## config.mk

```make
export PLATFORM = sky130hd
export DESIGN_NAME = cmd_proc
export DESIGN_NICKNAME = d
export VERILOG_FILES = /design/src/hdl/knight_pkg.sv /design/src/hdl/move_ctrl_if.sv /design/src/hdl/cmd_proc.sv /design/src/hdl/heading_err.sv /design/src/hdl/frwrd_ramp.sv /design/src/hdl/square_counter.sv /design/src/hdl/cmd_fsm.sv
export SDC_FILE = /design/constraint.sdc
export NUM_CORES = 1
export LEC_CHECK = 0
export BUFFER_PORTS_ARGS = -buffer_cell sky130_fd_sc_hd__buf_4
export CORE_UTILIZATION = 45
export DETAILED_ROUTE_END_ITERATION = 10
export PLACE_DENSITY = 0.69
export SYNTH_ARGS = -nofsm -noshare
export SYNTH_HDL_FRONTEND = slang
export SYNTH_SLANG_ARGS = --single-unit
```

## constraint.sdc

```tcl
create_clock -name clk -period 6.9 [get_ports clk]
set_clock_uncertainty 0.15 [all_clocks]
set_input_delay 0.69 -clock clk [delete_from_list [all_inputs] [get_ports clk]]
set_output_delay 0.69 -clock clk [all_outputs]
set_load 0.005 [all_outputs]
```

## src/hdl/knight_pkg.sv

```systemverilog
package knight_pkg;

  ////////////////////////////////////////
  // Widths that carry a meaning
  ////////////////////////////////////////
  typedef logic [15:0]        cmd_t;      // Command word from BLE
  typedef logic signed [11:0] heading_t;  // Gyro heading or heading error
  typedef logic [9:0]         frwrd_t;    // Forward speed to the PID
  typedef logic [2:0]         sq_cnt_t;   // Number of squares in a move

  ////////////////////////////////////////
  // Opcodes in cmd[15:12]
  ////////////////////////////////////////
  localparam logic [3:0] OP_CAL      = 4'h2;  // Start gyro calibration
  localparam logic [3:0] OP_TOUR     = 4'h6;  // Hand off to the tour sequencer
  localparam logic [3:0] OP_MOVE     = 4'h4;  // Plain move
  localparam logic [3:0] OP_MOVE_FAN = 4'h5;  // Move then play the fanfare

  // Speed steps per heading update, sized for short simulations
  localparam frwrd_t FRWRD_INC = 10'h020;  // Ramp up step
  localparam frwrd_t FRWRD_DEC = 10'h040;  // Ramp down step, twice as steep

  // Heading nudge from the side IR sensors
  localparam heading_t NUDGE_LFT  = 12'sh05F;   // Drifted onto left line
  localparam heading_t NUDGE_RGHT = -12'sh05F;  // Drifted onto right line

  // Error magnitude the heading must be inside before the robot rolls
  localparam heading_t ERR_WIN = 12'sh02C;

  ////////////////////////////////////////
  // Command FSM states
  ////////////////////////////////////////
  typedef enum logic [2:0] {
    IDLE,        // Waiting on cmd_rdy
    START_TOUR,  // One cycle to kick the tour sequencer
    CALIBRATE,   // Waiting on the gyro
    MOVE,        // Turning to the new heading
    INCR,        // Ramping up and counting lines
    DECR         // Ramping down to a stop
  } cmd_state_t;

endpackage
```

## src/hdl/move_ctrl_if.sv

```systemverilog
`timescale 1ns/1ps

interface move_ctrl_if import knight_pkg::*; ();

  logic     load;       // Capture the move fields of cmd
  logic     clr_frwrd;  // Clear the speed register
  logic     inc_frwrd;  // Ramp speed up on heading updates
  logic     dec_frwrd;  // Ramp speed down on heading updates
  logic     move_done;  // Line count reached twice the squares
  logic     zero;       // Speed register is at rest
  heading_t error;      // Heading error toward the PID

  // Command FSM steers the data path
  modport fsm (output load, clr_frwrd, inc_frwrd, dec_frwrd,
               input  move_done, zero, error);

  modport counter (input load, output move_done);  // Square counting

  modport ramp (input clr_frwrd, inc_frwrd, dec_frwrd, output zero);  // Speed

  modport heading (input load, output error);  // Error to PID

endinterface

```

## src/hdl/cmd_proc.sv

```systemverilog
`timescale 1ns/1ps

module cmd_proc import knight_pkg::*; (
  input  logic     clk,
  input  logic     rst_n,
  input  cmd_t     cmd,          // Command word from BLE
  input  logic     cmd_rdy,      // Command waiting
  output logic     clr_cmd_rdy,  // Command consumed
  output logic     send_resp,    // Command finished
  output logic     strt_cal,     // Kick gyro calibration
  input  logic     cal_done,     // Gyro finished calibrating
  input  heading_t heading,      // Gyro heading
  input  logic     heading_rdy,  // New gyro reading
  input  logic     lftIR,        // Left line sensor
  input  logic     cntrIR,       // Centre line sensor
  input  logic     rghtIR,       // Right line sensor
  output logic     moving,       // Enables yaw integration
  output heading_t error,        // Heading error to PID
  output frwrd_t   frwrd,        // Forward speed to PID
  output logic     tour_go,      // Kick the tour sequencer
  output logic     fanfare_go    // Kick the piezo fanfare
);

  move_ctrl_if ctrl_if ();  // FSM to data path

  cmd_fsm u_fsm (.clk(clk), .rst_n(rst_n), .cmd(cmd), .cmd_rdy(cmd_rdy),
                 .cal_done(cal_done), .clr_cmd_rdy(clr_cmd_rdy),
                 .send_resp(send_resp), .strt_cal(strt_cal), .moving(moving),
                 .tour_go(tour_go), .fanfare_go(fanfare_go), .ctrl(ctrl_if));

  square_counter u_sq (.clk(clk), .rst_n(rst_n), .cmd(cmd), .cntrIR(cntrIR),
                       .ctrl(ctrl_if));

  frwrd_ramp u_ramp (.clk(clk), .rst_n(rst_n), .heading_rdy(heading_rdy),
                     .frwrd(frwrd), .ctrl(ctrl_if));

  heading_err u_err (.clk(clk), .rst_n(rst_n), .cmd(cmd), .heading(heading),
                     .lftIR(lftIR), .rghtIR(rghtIR), .ctrl(ctrl_if));

  assign error = ctrl_if.error;  // PID sees the same error as the FSM

endmodule

```

## src/hdl/heading_err.sv

```systemverilog
`timescale 1ns/1ps

module heading_err import knight_pkg::*; (
  input  logic         clk,
  input  logic         rst_n,
  input  cmd_t         cmd,      // Heading in bits 11:4
  input  heading_t     heading,  // Gyro heading
  input  logic         lftIR,    // Left line sensor
  input  logic         rghtIR,   // Right line sensor
  move_ctrl_if.heading ctrl
);

  logic [1:0] ir_meta;      // First stage, [1] left [0] right
  logic [1:0] ir_stable;    // Second stage, same order
  heading_t   nudge;        // Correction for drift off the line
  heading_t   desired_hdg;  // Target heading for this move

  ////////////////////////////////////////
  // Side IR synchronizers
  ////////////////////////////////////////
  always_ff @(posedge clk, negedge rst_n) begin
    if (!rst_n) begin
      ir_meta   <= 2'b00;
      ir_stable <= 2'b00;
    end else begin
      ir_meta   <= {lftIR, rghtIR};
      ir_stable <= ir_meta;
    end
  end

  // Left wins when both sensors see a line
  always_comb begin
    if (ir_stable[1])
      nudge = NUDGE_LFT;
    else if (ir_stable[0])
      nudge = NUDGE_RGHT;
    else
      nudge = '0;
  end

  // Command heading is the upper byte, padded with 0xF unless zero
  always_ff @(posedge clk, negedge rst_n) begin
    if (!rst_n)
      desired_hdg <= '0;
    else if (ctrl.load)
      desired_hdg <= (cmd[11:4] == 8'h00) ? '0 : {cmd[11:4], 4'hF};
  end

  assign ctrl.error = heading - desired_hdg + nudge;  // Wraps in 12 bits

endmodule

```

## src/hdl/frwrd_ramp.sv

```systemverilog
`timescale 1ns/1ps

module frwrd_ramp import knight_pkg::*; (
  input  logic      clk,
  input  logic      rst_n,
  input  logic      heading_rdy,  // New gyro reading, one cycle
  output frwrd_t    frwrd,        // Forward speed to the PID
  move_ctrl_if.ramp ctrl
);

  logic max_spd;  // Top two bits set, no further ramp up

  assign max_spd   = &frwrd[9:8];
  assign ctrl.zero = (frwrd == '0);

  ////////////////////////////////////////
  // Speed register
  ////////////////////////////////////////
  always_ff @(posedge clk, negedge rst_n) begin
    if (!rst_n)
      frwrd <= '0;
    else if (ctrl.clr_frwrd)
      frwrd <= '0;                      // Start each move from rest
    else if (heading_rdy) begin         // Only step on gyro updates
      if (ctrl.inc_frwrd) begin
        if (!max_spd)
          frwrd <= frwrd + FRWRD_INC;
      end else if (ctrl.dec_frwrd) begin
        if (frwrd > FRWRD_DEC)
          frwrd <= frwrd - FRWRD_DEC;
        else
          frwrd <= '0;                  // Saturate at rest
      end
    end
  end

endmodule

```

## src/hdl/square_counter.sv

```systemverilog
`timescale 1ns/1ps

module square_counter import knight_pkg::*; (
  input  logic         clk,
  input  logic         rst_n,
  input  cmd_t         cmd,     // Square count in bits 2:0
  input  logic         cntrIR,  // Centre IR, high over a line
  move_ctrl_if.counter ctrl
);

  logic [2:0] ir_sync;    // [0] meta, [1] stable, [2] one cycle older
  logic       ir_rise;    // Rising edge of the synchronized sensor
  sq_cnt_t    sq_cnt;     // Squares requested
  logic [3:0] pulse_cnt;  // Line edges seen since load

  ////////////////////////////////////////
  // Synchronizer and edge detect
  ////////////////////////////////////////
  always_ff @(posedge clk, negedge rst_n) begin
    if (!rst_n)
      ir_sync <= 3'b000;
    else
      ir_sync <= {ir_sync[1:0], cntrIR};  // Shift in the raw sensor
  end

  assign ir_rise = ir_sync[1] & ~ir_sync[2];  // Stable high, older low

  ////////////////////////////////////////
  // Line counting
  ////////////////////////////////////////
  always_ff @(posedge clk, negedge rst_n) begin
    if (!rst_n)
      sq_cnt <= '0;
    else if (ctrl.load)
      sq_cnt <= cmd[2:0];  // Squares for this move
  end

  always_ff @(posedge clk, negedge rst_n) begin
    if (!rst_n)
      pulse_cnt <= 4'h0;
    else if (ctrl.load)
      pulse_cnt <= 4'h0;              // Fresh count per move
    else if (ir_rise)
      pulse_cnt <= pulse_cnt + 4'h1;  // One more line crossed
  end

  // Each square has two lines, zero squares is done at once
  assign ctrl.move_done = (pulse_cnt == {sq_cnt, 1'b0});

endmodule

```

## src/hdl/cmd_fsm.sv

```systemverilog
`timescale 1ns/1ps

module cmd_fsm import knight_pkg::*; (
  input  logic     clk,
  input  logic     rst_n,
  input  cmd_t     cmd,          // Command word from BLE
  input  logic     cmd_rdy,      // Command waiting
  input  logic     cal_done,     // Gyro finished calibrating
  output logic     clr_cmd_rdy,  // Command consumed
  output logic     send_resp,    // Command finished
  output logic     strt_cal,     // Kick gyro calibration
  output logic     moving,       // Enables yaw integration
  output logic     tour_go,      // Kick the tour sequencer
  output logic     fanfare_go,   // Kick the piezo fanfare
  move_ctrl_if.fsm ctrl
);

  cmd_state_t state;      // Current state
  cmd_state_t nxt_state;  // Next state
  logic [3:0] opcode;     // Command opcode field
  logic       fan_flag;   // Move came with fanfare
  logic       in_win;     // Heading error small enough to roll

  assign opcode = cmd[15:12];

  // Two sided window, strictly inside
  assign in_win = (ctrl.error < ERR_WIN) && (ctrl.error > -ERR_WIN);

  ////////////////////////////////////////
  // State and fanfare registers
  ////////////////////////////////////////
  always_ff @(posedge clk, negedge rst_n) begin
    if (!rst_n)
      state <= IDLE;
    else
      state <= nxt_state;
  end

  // Held for the whole move so cmd may change underneath
  always_ff @(posedge clk, negedge rst_n) begin
    if (!rst_n)
      fan_flag <= 1'b0;
    else if (ctrl.load)
      fan_flag <= (opcode == OP_MOVE_FAN);
  end

  ////////////////////////////////////////
  // Transitions and outputs
  ////////////////////////////////////////
  always_comb begin
    nxt_state      = state;
    clr_cmd_rdy    = 1'b0;
    send_resp      = 1'b0;
    strt_cal       = 1'b0;
    moving         = 1'b0;
    tour_go        = 1'b0;
    fanfare_go     = 1'b0;
    ctrl.load      = 1'b0;
    ctrl.clr_frwrd = 1'b0;
    ctrl.inc_frwrd = 1'b0;
    ctrl.dec_frwrd = 1'b0;

    case (state)
      IDLE: begin
        if (cmd_rdy) begin
          clr_cmd_rdy = 1'b1;  // Every command is consumed
          case (opcode)
            OP_CAL: begin
              strt_cal  = 1'b1;
              nxt_state = CALIBRATE;
            end
            OP_TOUR: nxt_state = START_TOUR;
            OP_MOVE, OP_MOVE_FAN: begin
              ctrl.load = 1'b1;  // Latch heading and square count
              nxt_state = MOVE;
            end
            default: nxt_state = IDLE;  // Unknown opcode dropped
          endcase
        end
      end
      START_TOUR: begin
        tour_go   = 1'b1;
        nxt_state = IDLE;
      end
      CALIBRATE: begin
        if (cal_done) begin
          send_resp = 1'b1;
          nxt_state = IDLE;
        end
      end
      MOVE: begin
        if (in_win) begin       // Pointed close enough
          moving         = 1'b1;
          ctrl.clr_frwrd = 1'b1;
          nxt_state      = INCR;
        end
      end
      INCR: begin
        ctrl.inc_frwrd = 1'b1;
        if (ctrl.move_done) begin
          fanfare_go = fan_flag;  // Single pulse on arrival
          nxt_state  = DECR;
        end else
          moving = 1'b1;
      end
      DECR: begin
        ctrl.dec_frwrd = 1'b1;
        if (ctrl.zero) begin    // Fully stopped
          send_resp = 1'b1;
          nxt_state = IDLE;
        end else
          moving = 1'b1;
      end
      default: nxt_state = IDLE;
    endcase
  end

endmodule

```

# Yosys cells after proc, flatten, opt, wreduce, memory -nomap -nowiden
# Cells that the tools add are included.
# totals
regBits	40
wordCells	85
in_bits	36
# classes
n_eq_ne	16
magnitude_cmp	3
reduce_logical	11
bitwise	2
mux	39
n_addsub	5
# op_table
cell	n
10-bit 2-to-1 mux	6
12-bit 2-to-1 mux	3
1-bit 2-to-1 mux	19
3-bit 2-to-1 mux	5
3-bit case mux with 5 select lines	1
12-bit adder	1
4-bit by 3-bit == test with 1-bit output, second input constant	3
12-bit by 7-bit > comparator with 1-bit output, second input constant	1
12-bit by 7-bit less-than comparator with 1-bit output, second input constant	1
12-bit subtractor	1
10-bit by 6-bit adder with 10-bit output, second input constant	1
10-bit by 7-bit > comparator with 1-bit output, second input constant	1
10-bit logical NOT	1
10-bit by 7-bit subtractor with 10-bit output, second input constant	1
8-bit logical NOT	1
4-bit 2-to-1 mux	2
2-bit != test, second input constant	4
3-bit by 2-bit == test with 1-bit output, second input constant	2
3-bit == test, second input constant	2
2-bit case mux with 3 select lines	1
5-bit AND reduction	1
4-bit by 1-bit adder with 4-bit output, second input constant	1
4-bit by 2-bit == test with 1-bit output, second input constant	1
4-bit == test	1
other kinds (14)	15

# Depth between registers and ports, before layout
# logic_depth
depth_word	9
depth_mapped	15

# Hierarchy
# From an unflattened synthesis, not the netlist that was laid out.
# unflattened
hier_cells	284
area_unflattened_um2	2656.3
# by_module_without_submodules
mod	instances	cells_per_inst	seq_area_each_um2	area_per_inst_um2
heading_err	1	146	325.3	1357.6
frwrd_ramp	1	56	125.1	491.7
square_counter	1	31	250.2	414.1
cmd_fsm	1	51	100.1	392.9

# Worst setup path after synthesis
# OpenSTA, ideal clock, no wires.
# synth_path
path_kind	input to output
from	input port heading[1]
to	output port moving
slack_ns	2.819
required_time_ns	6.060
stages	12
arrival_time_ns	3.241
path_cell_list	inv_1 -> fa_1 -> inv_1 -> ha_1 -> a211oi_2 -> o21a_1 -> o21a_1 -> xnor2_1 -> a2111oi_0 -> nor4b_4 -> o21bai_4 -> o21ai_0
# synth_via
elab_chain_len	6
# synth_lines
element	line	text
start, declared	cmd_proc.sv:12	input heading_t heading,
12-bit subtractor *	heading_err.sv:49	assign ctrl.error = heading - desired_hdg + nudge;
12-bit adder *	heading_err.sv:49	
via error[7]	cmd_proc.sv:18	output heading_t error,
12-bit by 7-bit less-than comparator with 1-bit output or 12-bit by 7-bit > comparator with 1-bit output (tied branches)	cmd_fsm.sv:27	assign in_win = (ctrl.error < ERR_WIN) && (ctrl.error > -ERR_WIN);
1-bit logical AND *	cmd_fsm.sv:27	
1-bit 2-to-1 mux *	cmd_fsm.sv:92	if (in_win) begin
1-bit case mux with 3 select lines *	cmd_fsm.sv:63	case (state)
end, declared	cmd_proc.sv:17	output logic moving,
# Mark *: on every way through the listed nets, which the timed path passes. The rest lies on a longest branch.

# Worst setup path in the final report
# layout_path
from	register u_err.ir_stable[1]
to	output port moving
# layout_via
elab_chain_len	6
# layout_lines
element	line	text
start, declared	heading_err.sv:14	logic [1:0] ir_stable;
start signal, assigned	heading_err.sv:27	ir_stable <= ir_meta;
12-bit 2-to-1 mux *	heading_err.sv:33	if (ir_stable[1])
12-bit adder *	heading_err.sv:49	
12-bit by 7-bit less-than comparator with 1-bit output or 12-bit by 7-bit > comparator with 1-bit output (tied branches)	cmd_fsm.sv:27	
1-bit logical AND *	cmd_fsm.sv:27	
1-bit 2-to-1 mux *	cmd_fsm.sv:92	
1-bit case mux with 3 select lines *	cmd_fsm.sv:63	
# Mark *: on every way between the ends. The rest lies on a longest branch, timed or not.

==> summary.txt <==
Detailed placer's ending HPWL: 4210 microns
GRT Util Overall: 19.2%
Final setup violation count: 0
Period utilisation layout: 67.2%
Ratio of cells with drive above 1 in the final layout: 21.5%
Worst hold-check path type: input port to asynchronous set/reset pin
Switching power of the nets: 0.000596 W
Mean instance size in the synthesized netlist: 8.72 sq um
Cell count after synthesis: 302
Count of pins on the block boundary: 64
Resize count post-CTS: 0
Setup CP Type: flip-flop to primary output
Via density per instance: 5.03
Die Outline Area: 6160 sq um
Starting utilization of the core area: 47.2%
Summed instance area of the synthesized netlist: 2630 sq um
Highest ir drop seen on vdd: 0.320 mV
Buffers on Ports: 57
Max Root-Sink Buffers: 2
Number of cell rows: 27
Part of the Yosys area used for sequential elements: 30.4%
X dimension of the die: 78.5 microns
Relative slew margins: 49.3%
Cell count after placement: 422
Root buffer selected by CTS: sky130_fd_sc_hd__clkbuf_8
Largest net degree at the start of global routing: 33
Proportion of power drawn by flip-flops and latches: 23.2%
Detailed Routing Iterations Pass 1: 4
Clock latency reported for the late side of the worst-skew pair: 0.29 ns
Post-layout instance count excluding filler cells: 430
Worst r2r src: u_err.ir_stable[1]$_DFF_PN0_
Critical path peak fanout: 9
Unrepaired setup endpoints after global routing: no
Part of the power in the clock network: 10.6%
Average wire per standard cell: 12.0 microns
Post-CTS setup buffers: 0
Final max-slew violation count: 0
DRT Wirelength: 5180 microns
Pin slew with the least headroom to its limit: 0.758 ns
Routed Antenna Nets: 0
Crit. Startpoint: u_err.ir_stable[1]$_DFF_PN0_
First-pass GRT wire length: 9280 microns
Area of the core: 5570 sq um
Net count reported at finish: 422
FF+latch count, synth: 32
Post-detailed-route DRC marker count: 0
Post-synth EDFFs: 0
Most frequent cell after synthesis: sky130_fd_sc_hd__nand2_1
Via count of the first global-routing pass: 2,120
Clock-pin slew on the worst setup and hold paths: 0.07 ns
Arrival time of data at the critical path endpoint: 3.80 ns
Clock Sinks: 32
Antenna violations before repair: 0
Fraction of synthesis flops using an asynchronous set or reset pin: 100%
Top area cells in the synthesized netlist: sky130_fd_sc_hd__dfrtp_1, sky130_fd_sc_hd__ha_1, sky130_fd_sc_hd__fa_1
Combinational fraction of design power: 66.3%
Critical Path Start Type: flip-flop
CTS tree: built
Leak Pwr: 1.62 nW
Setup_tns: 0 ns
Yosys warns: 0
Top_reg_cell synth: sky130_fd_sc_hd__dfrtp_1
Inserted Clock Buffers: 5
P&R area growth vs syn: 21.2%
ANT cells: 0
Number of hold violations in the final report: 0
Vertical die dimension: 78.5 microns
Via count: 2,163
Post-synth top cells: sky130_fd_sc_hd__nand2_1, sky130_fd_sc_hd__inv_1, sky130_fd_sc_hd__dfrtp_1, sky130_fd_sc_hd__ha_1, sky130_fd_sc_hd__nor2_1
GR Overflow Total: 0
Critical Path RT: 6.06 ns
Switching share of power: 42.6%
Proportion of netlist area held by the largest area contributor: 30.4%
Fmax achieved: 0.216 GHz
Cell depth of the worst flop-to-flop path: 13
Outcome: finished, final reports clean
Max-cap check violation count: 0
Area leader, netlist: sky130_fd_sc_hd__dfrtp_1
Post-cts hold buffer count: 0
Internal Dissipation: 0.000803 W
Power per cell area: 438 nW/um^2
Library cells used by synthesis: 54
Routability Congestion: 0.878
Sort of element at the end of the critical path: primary output
Number of design-rule violations left by the first detailed-router iteration: 62
Final critical path time including I/O delays and setup: 4.64 ns
H-tree levels: 2
-- worst paths after layout --
kind,to,slack (ns)
setup / recovery,moving,2.26
hold / removal,u_ramp.frwrd[7]$_DFFE_PN0P_,0.18
setup reg to reg,u_ramp.frwrd[7]$_DFFE_PN0P_,3.03
hold reg to reg,u_err.ir_stable[1]$_DFF_PN0_,0.20
max in group asynchronous,u_fsm.state[1]$_DFFE_PN0P_,6.14
min in group clk,u_err.ir_stable[1]$_DFF_PN0_,0.20
-- registers in the layout, summed over array words and instances, names as in the netlist --
signal,cells
u_err.desired_hdg,9
u_err.ir_meta,2
u_err.ir_stable,2
u_fsm.fan_flag,1
u_fsm.state,3
u_ramp.frwrd,5
u_sq.ir_sync,3
u_sq.pulse_cnt,4
u_sq.sq_cnt,3
-- cells by family after synthesis --
family                   after synthesis  share of synthesized area, %
flip-flops                            32                          30.4
buffers and inverters                 51                          7.99
AND/OR/NAND/NOR                      116                          22.1
multiplexers                           1                         0.380
other                                  1                         0.142
AO/OA/AOI/OAI                         53                          15.2
XOR/XNOR                              19                          6.84
adder cells (fa/ha/maj)               29                          16.9
-- stage by stage --
stage / hold slack (ns) / util [%] / setup WS (ns) / cell area, sq um / total power (W)
after detailed placement: 0.187 / 55.6 / 2.24 / 3100 / 0.00126
final: 0.178 / 57.2 / 2.26 / 3190 / 0.00140
after CTS: 0.185 / 57.2 / 2.19 / 3190 / 0.00141
after floorplan: 0.181 / - / 2.82 / 2650 / 0.000945
after global routing: 0.205 / 57.2 / 1.88 / 3190 / 0.00154
after global placement: 0.183 / 55.6 / 2.26 / 3100 / 0.00124
-- power by group through the flow --
| stage | Combinational, W | Sequential, W | Clock, W |
|---|---|---|---|
| after CTS | 0.000937 | 0.000325 | 0.000152 |
| final | 0.000927 | 0.000324 | 0.000148 |
| after detailed placement | 0.000932 | 0.000328 | 0 |
| after floorplan | 0.000642 | 0.000303 | 0 |
| after global routing | 0.00105 | 0.000337 | 0.000158 |
| after global placement | 0.000918 | 0.000327 | 0 |
-- routing by layer --
metal	track usage, %	share of wire (%)	wire (microns)	up-vias
met1	23.2	45	2330	994
met3	2.91	3.7	193	9
met5	0	0	0	-
li1	-	-	-	1115
met2	33.9	49	2560	45
met4	8.15	1.8	92	0
-- critical path, stage by stage, from the launching register on --
cell                        delay [ns]
sky130_fd_sc_hd__dfrtp_1          0.40
sky130_fd_sc_hd__inv_1            0.16
sky130_fd_sc_hd__fa_1             0.56
sky130_fd_sc_hd__inv_1            0.06
sky130_fd_sc_hd__ha_1             0.30
sky130_fd_sc_hd__a211oi_2         0.28
sky130_fd_sc_hd__o21a_1           0.20
sky130_fd_sc_hd__o21a_1           0.21
sky130_fd_sc_hd__xnor2_1          0.12
sky130_fd_sc_hd__a2111oi_0        0.44
sky130_fd_sc_hd__nor4b_4          0.35
sky130_fd_sc_hd__o21bai_4         0.17
sky130_fd_sc_hd__o21ai_0          0.12
sky130_fd_sc_hd__buf_4            0.14
-- cells in the final DEF, fill, tap and decap left out, types with 5 or more instances in the layout --
cell type,netlist,final
sky130_fd_sc_hd__o21a_1,6,6
sky130_fd_sc_hd__xor2_1,8,8
sky130_fd_sc_hd__nand2_1,51,51
sky130_fd_sc_hd__nor2_1,18,18
sky130_fd_sc_hd__o21ai_0,9,9
sky130_fd_sc_hd__a21oi_1,11,11
sky130_fd_sc_hd__nand3_1,6,6
sky130_fd_sc_hd__nor2b_1,5,5
sky130_fd_sc_hd__conb_1,1,5
sky130_fd_sc_hd__xnor2_1,10,10
sky130_fd_sc_hd__ha_1,18,18
sky130_fd_sc_hd__fa_1,11,11
sky130_fd_sc_hd__clkbuf_8,0,6
sky130_fd_sc_hd__buf_4,5,57
sky130_fd_sc_hd__dfrtp_1,32,32
sky130_fd_sc_hd__inv_1,38,38
-- final cells by class --
| class | instances | area (sq um) |
|---|---|---|
| fill | 536 | 2380 |
| multi-input combinational | 223 | 1640 |
| sequential | 32 | 801 |
| timing repair buffer | 57 | 428 |
| inverter | 38 | 143 |
| tap | 72 | 90.1 |
| clock buffer | 6 | 82.6 |
| clock inverter | 2 | 10.0 |
Power figures use the tool's default switching activity.
